--- src/rtl/noc_config.svh ---
`ifndef NOC_CONFIG_SVH
`define NOC_CONFIG_SVH

// flit payload width
`define FLIT_DATA_W 32

// packet length field, also sets the hold timer width
`define LEN_W 12

// flit kind field
`define FLIT_ID_W 3

`endif

--- src/rtl/noc_pkg.sv ---
`default_nettype none

`include "noc_config.svh"

package noc_pkg;

  // the five inputs, listed in rotation order
  typedef enum logic [2:0] {
    LOCAL = 3'd0,
    NORTH = 3'd1,
    EAST  = 3'd2,
    WEST  = 3'd3,
    SOUTH = 3'd4
  } portIdx;

  // one-hot states, bits 5:1 are the grant lines in portIdx order
  typedef enum logic [5:0] {
    IDLE  = 6'b000001,
    GNT_L = 6'b000010,
    GNT_N = 6'b000100,
    GNT_E = 6'b001000,
    GNT_W = 6'b010000,
    GNT_S = 6'b100000
  } arbState;

  typedef enum logic [`FLIT_ID_W-1:0] {
    NONE, // empty slot
    HEAD, // carries packet length
    BODY,
    TAIL
  } flitKind;

endpackage

`default_nettype wire

--- src/rtl/flitLink_if.sv ---
`timescale 1ns/1ps
`default_nettype none

`include "noc_config.svh"

interface flitLink_if;
  import noc_pkg::*;

  logic req; // level, held while flits wait
  flitKind kind;
  logic [`LEN_W-1:0] length; // meaningful on HEAD only
  logic [`FLIT_DATA_W-1:0] data;

  modport source (
    output req,
    output kind,
    output length,
    output data
  );

  modport sink (
    input req,
    input kind,
    input length,
    input data
  );

endinterface

`default_nettype wire

--- src/rtl/packetTimer.sv ---
`timescale 1ns/1ps
`default_nettype none

`include "noc_config.svh"

module packetTimer (
  input  logic clk,
  input  logic rst,
  input  noc_pkg::flitKind kind,
  input  logic [`LEN_W-1:0] length,
  input  logic run,
  output logic expired
);
  import noc_pkg::*;

  logic [`LEN_W-1:0] timeout; // hold limit from last header
  logic [`LEN_W-1:0] count;

  always_ff @(posedge clk)
  begin
    if (rst)
    begin
      timeout <= '0;
      count <= '0;
    end
    else
    begin
      // any header seen on the link refreshes the limit, granted or not
      if (kind == HEAD)
        timeout <= length;
      if (run)
        count <= count + 1'b1;
      else
        count <= '0; // idle or lost the port
    end
  end

  // holder keeps the port for timeout+1 cycles
  assign expired = (count == timeout);

endmodule

`default_nettype wire

--- src/rtl/outputArbiter.sv ---
`timescale 1ns/1ps
`default_nettype none

`include "noc_config.svh"

module outputArbiter (
  input  logic clk,
  input  logic rst,
  flitLink_if.sink links [5],
  output logic [4:0] grant,
  output noc_pkg::arbState state
);
  import noc_pkg::*;

  logic [4:0] linkReq;
  flitKind linkKind [5];
  logic [`LEN_W-1:0] linkLen [5];

  logic [4:0] run;
  logic [4:0] expired;

  arbState nextState;
  portIdx holder;
  logic held; // some port owns the output
  logic keep;

  // first requester in rotation order, beginning at index start
  function automatic arbState firstReq(input logic [4:0] r, input int unsigned start);
    arbState pick;
    int unsigned idx;
    logic found;
    pick = IDLE;
    found = 1'b0;
    for (int k = 0; k < 5; k++)
    begin
      idx = (start + k) % 5;
      if (!found && r[idx])
      begin
        pick = arbState'(6'b000010 << idx);
        found = 1'b1;
      end
    end
    return pick;
  endfunction

  genvar i;
  generate
    for (i = 0; i < 5; i++)
    begin : g_port
      assign linkReq[i] = links[i].req;
      assign linkKind[i] = links[i].kind;
      assign linkLen[i] = links[i].length;

      packetTimer timer (
        .clk(clk),
        .rst(rst),
        .kind(linkKind[i]),
        .length(linkLen[i]),
        .run(run[i]),
        .expired(expired[i])
      );
    end
  endgenerate

  // decode the holder from the one-hot state
  always_comb
  begin
    holder = LOCAL;
    held = 1'b1;
    case (state)
      GNT_L: holder = LOCAL;
      GNT_N: holder = NORTH;
      GNT_E: holder = EAST;
      GNT_W: holder = WEST;
      GNT_S: holder = SOUTH;
      default: held = 1'b0; // IDLE or corrupt state
    endcase
  end

  assign keep = held && linkReq[holder] && !expired[holder];

  always_comb
  begin
    run = '0;
    if (!held)
      nextState = firstReq(linkReq, 0); // plain priority L..S
    else if (keep)
    begin
      nextState = state;
      run[holder] = 1'b1; // only a kept cycle counts
    end
    else
    begin
      // holder masked so it can't win its own rotation
      nextState = firstReq(linkReq & ~(5'b00001 << holder), int'(holder) + 1);
    end
  end

  always_ff @(posedge clk)
  begin
    if (rst)
      state <= IDLE;
    else
      state <= nextState;
  end

  assign grant = state[5:1];

endmodule

`default_nettype wire

--- src/rtl/outputMux.sv ---
`timescale 1ns/1ps
`default_nettype none

`include "noc_config.svh"

module outputMux (
  input  logic clk,
  input  logic rst,
  flitLink_if.sink links [5],
  input  logic [4:0] grant,
  output logic [`FLIT_DATA_W-1:0] outFlit,
  output noc_pkg::flitKind outKind,
  output logic outValid
);
  import noc_pkg::*;

  logic [4:0] linkReq;
  flitKind linkKind [5];
  logic [`FLIT_DATA_W-1:0] linkData [5];

  logic [`FLIT_DATA_W-1:0] selData;
  flitKind selKind;
  logic selReq;
  logic selValid;

  genvar i;
  generate
    for (i = 0; i < 5; i++)
    begin : g_link
      assign linkReq[i] = links[i].req;
      assign linkKind[i] = links[i].kind;
      assign linkData[i] = links[i].data;
    end
  endgenerate

  // grant is one-hot, so at most one branch fires
  always_comb
  begin
    selData = '0;
    selKind = NONE;
    selReq = 1'b0;
    for (int k = 0; k < 5; k++)
    begin
      if (grant[k])
      begin
        selData = linkData[k];
        selKind = linkKind[k];
        selReq = linkReq[k];
      end
    end
  end

  assign selValid = (|grant) && selReq;

  always_ff @(posedge clk)
  begin
    if (rst)
    begin
      outValid <= 1'b0;
      outKind <= NONE;
    end
    else
    begin
      outValid <= selValid;
      outKind <= selValid ? selKind : NONE; // no kind on empty slots
    end
  end

  always_ff @(posedge clk)
  begin
    outFlit <= selData; // payload, qualified by outValid
  end

endmodule

`default_nettype wire

--- src/rtl/routerOutputPort.sv ---
`timescale 1ns/1ps
`default_nettype none

`include "noc_config.svh"

module routerOutputPort (
  input  logic clk,
  input  logic rst,
  input  logic [4:0] req,
  input  noc_pkg::flitKind kind [5],
  input  logic [`LEN_W-1:0] length [5],
  input  logic [`FLIT_DATA_W-1:0] data [5],
  output logic [4:0] grant,
  output logic [`FLIT_DATA_W-1:0] outFlit,
  output noc_pkg::flitKind outKind,
  output logic outValid
);
  import noc_pkg::*;

  // one link per input in portIdx order
  flitLink_if link [5] ();

  genvar i;
  generate
    for (i = 0; i < 5; i++)
    begin : g_link
      assign link[i].req = req[i];
      assign link[i].kind = kind[i];
      assign link[i].length = length[i];
      assign link[i].data = data[i];
    end
  endgenerate

  outputArbiter arbiter (
    .clk(clk),
    .rst(rst),
    .links(link),
    .grant(grant),
    .state() // arbiter state stays internal
  );

  // flit follows its grant by one cycle
  outputMux mux (
    .clk(clk),
    .rst(rst),
    .links(link),
    .grant(grant),
    .outFlit(outFlit),
    .outKind(outKind),
    .outValid(outValid)
  );

endmodule

`default_nettype wire

--- config.mk ---
export PLATFORM = sky130hd
export DESIGN_NAME = routerOutputPort
export DESIGN_NICKNAME = d
export VERILOG_FILES = /design/src/rtl/noc_pkg.sv /design/src/rtl/flitLink_if.sv /design/src/rtl/packetTimer.sv /design/src/rtl/outputArbiter.sv /design/src/rtl/outputMux.sv /design/src/rtl/routerOutputPort.sv
export VERILOG_INCLUDE_DIRS = /design/src /design/src/rtl
export SDC_FILE = /design/constraint.sdc
export NUM_CORES = 1
export LEC_CHECK = 0
export BUFFER_PORTS_ARGS = -buffer_cell sky130_fd_sc_hd__buf_2
export CORE_ASPECT_RATIO = 0.7
export CORE_MARGIN = 10
export CORE_UTILIZATION = 49
export CTS_CLUSTER_SIZE = 16
export DETAILED_ROUTE_END_ITERATION = 6
export PLACE_DENSITY = 0.9
export SLEW_MARGIN = 40
export SYNTH_ARGS = -nofsm -noshare
export SYNTH_HDL_FRONTEND = slang
export SYNTH_SLANG_ARGS = --single-unit
--- constraint.sdc ---
create_clock -name clk -period 6 [get_ports clk]
set_input_delay 0 -clock clk [delete_from_list [all_inputs] [get_ports clk]]
set_output_delay 0 -clock clk [all_outputs]
set_load 0.005 [all_outputs]
==> results of run 1 <==
==> worst max-delay path: stages (launching register included) <==
cell and delay (ns):
dfxtp_1 0.40, nor4_1 0.37, buf_4 0.18, nand2_1 0.07, inv_1 0.09, ha_1 0.19, ha_1 0.25, inv_1 0.23
ha_1 0.31, inv_1 0.11, nand2_1 0.07, nand3_1 0.08, ha_1 0.34, nor2b_1 0.06, o21ai_0 0.30, a21oi_2 0.15
or2_2 0.31, o31a_1 0.28, a32o_1 0.27, or4_1 0.54, or3_1 0.37, or3b_1 0.39, a31oi_1 0.18
==> power groups by stage <==
stage	sequential (mW)	combinational, mW	clock [mW]
global route	1.32	3.41	1.21
detailed placement	1.32	2.50	0
global placement	1.31	2.47	0
CTS	1.29	2.98	1.15
floorplan	1.30	1.64	0
finish	1.31	3.21	1.18
==> layout by cell type (no fill, tap or decap), types with 27 or more instances in the layout <==
| cell type | count |
|---|---|
| a21oi_1 | 46 |
| a221o_1 | 35 |
| a22oi_1 | 34 |
| buf_2 | 282 |
| buf_4 | 52 |
| dfxtp_1 | 159 |
| dlygate4sd3_1 | 161 |
| ha_1 | 47 |
| inv_1 | 29 |
| mux2i_1 | 56 |
| nand2_1 | 91 |
| nand3_1 | 41 |
| nor2_1 | 182 |
| nor3_1 | 27 |
| o21ai_0 | 102 |
| xnor2_1 | 52 |
| xor2_1 | 66 |
==> state kept, by name, summed over array words and instances (netlist names) <==
signal / count
arbiter.g_port.timer.count: 60
mux.outFlit: 32
mux.outValid: 1
arbiter.state: 6
arbiter.g_port.timer.timeout: 60
mux.outKind: 3
==> cell families (layout without fill, tap and decap cells) <==
group	count (synthesis)	in the layout	share of synthesized area (%)
simple gates	456	456	20.7
mux	59	59	5.66
other cells	1	18	0.0357
compound gates	342	342	22.6
flops	162	162	30.9
fa+ha+maj	48	48	5.79
xor+xnor	120	120	10.2
buf+inv	109	562	4.17
==> per-stage QoR <==
step	cell area (um2)	hold WS (ns)	std cells	utilization, %	power, mW
after global placement	12400	0.224	1832	59.1	3.78
after floorplan	10500	0.127	1297	-	2.94
after global routing	14700	0.0103	2033	70.1	5.94
final	14700	-0.00326	2043	70.2	5.70
after detailed placement	12400	0.233	1832	59.1	3.81
after CTS	14600	0.0197	2025	69.8	5.43
==> cell type report <==
class                           instances  area [um2]
Sequential cell                       162        3250
Inverter                               34         129
Clock buffer                           18         429
Tap cell                              276         345
Multi-Input combinational cell       1026        6880
Timing Repair Buffer                  496        3420
Antenna cell                           17        42.5
Clock inverter                         14         195
Fill cell                            1521        6230
==> worst min-delay path by stage <==
stage / end / depth (start not counted) / slack [ns] / from
after floorplan: mux.outFlit[16]$_DFF_P_ / 2 / 0.13 / data[144]
after global placement: mux.outFlit[6]$_DFF_P_ / 3 / 0.22 / data[134]
after detailed placement: mux.outFlit[7]$_DFF_P_ / 3 / 0.23 / data[135]
after CTS: arbiter.g_port[3].timer.timeout[7]$_SDFFE_PP0N_ / 4 / 0.02 / kind[4]
after global routing: arbiter.g_port[3].timer.timeout[8]$_SDFFE_PP0N_ / 4 / 0.01 / kind[4]
final: arbiter.g_port[3].timer.timeout[8]$_SDFFE_PP0N_ / 4 / -0.003 / kind[4]
==> per-layer routing <==
metal | vias up | track usage (%) | wire length [um]
li1 | 5616 | - | -
met1 | 5909 | 37.7 | 17600
met2 | 997 | 52.2 | 21900
met3 | 239 | 9.79 | 5400
met4 | 2 | 21.1 | 3110
met5 | - | 0 | 13
==> what timing repair did <==
action                                  CTS  global route
endpoints found under the hold margin    95             0
gates resized for setup                   0             6
hold buffers                            161             0
endpoints found under the setup margin    0             5
==> out/qor.yml, run 1 <==
status: "complete, but fails checks"
violations: "negative hold slack"
maxCapViolations: 0
powerDensity_nw_per_um2: 388
critPathLaunch: "arbiter.state[0]$_SDFFE_PP1P_"
grt_max_degree: 79
antenna_found_initial: 11
holdWs_ns: -0.00326
path_max_fanout: 8
start_util_pct: 50.2
ys_top_cells_by_count: "nor2_1, dfxtp_1, o21ai_0"
finalCriticalPeriod_ns: 5.64
ios: 283
syn_inst: 1297
drc: 0
drtPass1Iterations: 7
clk_latency_ns: 0.45
portBuffers: 282
drv_slew: 0
arrival_ns: 5.99
setup.worst_path.end_class: "flop"
worstSetupPathType: "reg -> reg"
avgSynthCellArea_um2: 8.09
hold_viol_final: 1
setup-tns-final_ns: 0
synth_top_area_share_pct: 30.9
rr_endpoint: "arbiter.state[3]$_SDFFE_PP0P_"
p_int_mw: 3.28
skew_ns: 0.0154
r2r-start: "arbiter.state[0]$_SDFFE_PP1P_"
vias_per_cell: 6.25
yosysSeqAreaShare_pct: 30.9
overflow: 0
synth_area_leaders: "dfxtp_1, nor2_1, ha_1, xor2_1, mux2i_1"
die_w_um: 195
yosys.area.top_type: "dfxtp_1"
ir_drop_v: 0.000246
rr_worst_depth: 22
numCtsBuffers: 17
synth_warnings: 0
preCtsSetupSlack_ns: 0.302
synth-main-ff-cell: "dfxtp_1"
nets: 2027
yosysMostFrequentCell: "nor2_1"
synthesis.area_um2: 10500
first_global_vias: 12700
yosys_register_bits: 162
vias: 12800
grt_use_total_pct: 32.7
post_cts_buffers: 0
power_frac_clock_pct: 20.7
endpoint: "arbiter.state[3]$_SDFFE_PP0P_"
grt_pass1_wl_um: 72600
startpoint_type: "flop"
tightestPinTransition_ns: 0.881
seqPwrFrac_pct: 23.0
p_sw_share_pct: 42.4
cp.required_ns: 6.35
p_leak_nw: 6.24
root_buffer: "clkbuf_16"
slew_headroom_pct: 41.0
core-area_um2: 20900
cts_sinks: 162
p_sw_mw: 2.42
ant_nets: 0
syn_nets: 1587
cts_tree: "yes"
final.setup.worst_slack_ns: 0.360
synth_edf_count: 0
finalCritPeriodShare_pct: 94.0
async_flop_share_pct: 0
htreeDepth: 4
wl_um: 48100
drtIter0Drc: 1581
clkTransAtPathRegs_ns: 0.08
pwr-share-comb_pct: 56.3
clk_path_buf_depth: 2
wl_per_cell_um: 23.5
gp_congestion: 0.994
rrSetupSlack_ns: 0.36
setup_viol: 0
hp-class: "in -> reg"
rows: 44
final_layout_size_suffix_gt1_share_pct: 23.2
synth_cell_types: 90
fmax_ghz: 0.177
fp.dieH_um: 142
syn2layout_area_growth_pct: 39.9
dieArea_um2: 27800
place_hpwl_um: 31700
No activity file was read; power rests on OpenSTA's default activity.
==> run 2: changes to the inputs <==
Clock period 6 ns to 5.1 ns, I/O delays scaled along.
==> out/qor.yml, run 2 (synthesis results as in run 1) <==
status: "complete, but fails checks"
violations: "negative hold slack"
hold_viol_final: 1
drtIter0Drc: 1751
syn2layout_area_growth_pct: 47.0
layout.cells.non_filler: 2076
worstSetupPathType: "reg -> reg"
grt.met1_usage_pct: 39.4
setup-tns-final_ns: 0
finalCriticalPeriod_ns: 5.05
setup_viol: 0
finalCritPeriodShare_pct: 99.1
arrival_ns: 5.40
numPlacedInstances: 1847
fmax_ghz: 0.198
numCtsBuffers: 17
die_w_um: 195
clkTransAtPathRegs_ns: 0.08
nets: 2058
final_util_pct: 73.7
drc: 0
dieArea_um2: 27800
place_hpwl_um: 32000
gp_congestion: 1.01
antenna_found_initial: 15
maxCapViolations: 0
wl_um: 50500
overflow: 0
rows: 44
setup.worst_path.end_class: "flop"
grt_use_total_pct: 33.6
wl_per_cell_um: 24.3
hp-class: "in -> reg"
cts_tree: "yes"
ios: 283
drv_slew: 0
fp.dieH_um: 142
top_usage_layer: "met2"
vias_per_cell: 6.36
portBuffers: 282
drtPass1Iterations: 5
finalPower_mw: 7.15
ir_drop_v: 0.000324
htreeDepth: 4
grt_util_met2_pct: 54.0
powerDensity_nw_per_um2: 464
grt_pass1_wl_um: 74400
start_util_pct: 50.2
path_max_fanout: 9
root_buffer: "clkbuf_16"
clk_path_buf_depth: 2
vias: 13200
max_stage_delay_ns: 0.56
grtUsageMet3_pct: 9.89
final_cell_mix: "buf_2, nor2_1, dlygate4sd3_1"
fin_area_um2: 15400
holdWs_ns: -0.00797
slew_headroom_pct: 42.6
p_leak_nw: 6.47
core-area_um2: 20900
cp.required_ns: 5.45
crit_chain: "buf_6, nor4_4, nand2_4, inv_6, ha_4, ha_4, inv_8, ha_4, clkinvlp_4, nor2_1, ha_1, nand2b_1, o21ai_2, a31oi_4, a2111oi_0, o41ai_1, or4_4, or3_4, or3b_1, a31oi_1"
ant_nets: 0
tightestPinTransition_ns: 0.861
cp_common_cell: "ha_4"
mostFrequentLayoutCell: "buf_2"
post_dp_cell_area_um2: 12800
reg_top3: "arbiter.g_port.timer.count x60, arbiter.g_port.timer.timeout x60, mux.outFlit x32"
final_layout_size_suffix_gt1_share_pct: 28.0
critPathSlowestCell: "or4_4"
grt_max_degree: 69
cts_sinks: 162
clk_latency_ns: 0.44
skew_ns: 0.0186
startpoint_type: "flop"
first_global_vias: 12700
run 2: cell types whose count changed in the layout (fill, tap and decap cells not counted), moves of 5 or more:
cell | previous run | this run
buf_4 | 52 | 80
ha_1 | 47 | 32
ha_4 | 0 | 10
a211oi_1 | 15 | 10
ha_2 | 0 | 5
inv_1 | 29 | 24
run 2: per-stage QoR:
stage	hold WS, ns	worst slack [ns]
final	-0.00797	0.0473
after global routing	0.00874	-0.188
after CTS	0.0301	0.0239
after detailed placement	0.232	0.0620
after global placement	0.223	0.232
after floorplan	0.127	-0.108
run 2: final timing paths:
| check | from | to | slack (ns) | cells past startpoint |
|---|---|---|---|---|
| worst max register to register | arbiter.state[2]$_SDFFE_PP0P_ | arbiter.state[3]$_SDFFE_PP0P_ | 0.05 | 20 |
| worst max-delay path | arbiter.state[2]$_SDFFE_PP0P_ | arbiter.state[3]$_SDFFE_PP0P_ | 0.05 | 20 |
| worst min-delay path | rst | arbiter.state[5]$_SDFFE_PP0P_ | -0.008 | 4 |
| worst min register to register | arbiter.g_port[0].timer.timeout[1]$_SDFFE_PP0N_ | arbiter.g_port[0].timer.timeout[1]$_SDFFE_PP0N_ | 0.47 | 2 |
run 2: layout make-up:
type	count	area, um2
Inverter	34	154
Tap cell	276	345
Timing Repair Buffer	527	3680
Fill cell	1375	5490
Antenna cell	19	47.5
Multi-Input combinational cell	1026	7330
Sequential cell	162	3250
Clock buffer	17	425
Clock inverter	15	191
run 2: what timing repair did:
item / 4_1_cts / 5_1_grt
endpoints found under the setup margin: 0 / 6
hold buffers: 161 / 0
setup buffers: 0 / 15
endpoints found under the hold margin: 95 / 0
gates resized for setup: 0 / 49
run 2: critical path: cells and delay by family (launching register included):
| family | cells | cell delay, ns |
|---|---|---|
| adder cells (fa/ha/maj) | 4 | 0.78 |
| flip-flops | 1 | 0.38 |
| buffers and inverters | 4 | 0.48 |
| AO/OA/AOI/OAI | 5 | 1.17 |
| AND/OR/NAND/NOR | 7 | 2.12 |
run 2: where the power goes:
| group | internal (mW) | switching (mW) |
|---|---|---|
| Sequential | 1.44 | 0.105 |
| Combinational | 1.93 | 2.31 |
| Clock | 0.709 | 0.661 |
run 2: per-layer routing:
metal	up-vias	wire, um	part of all wire [%]
met3	291	6200	12
met4	6	3590	7.1
li1	5679	-	-
met5	-	43	0.085
met2	1058	22900	45
met1	6161	17800	35
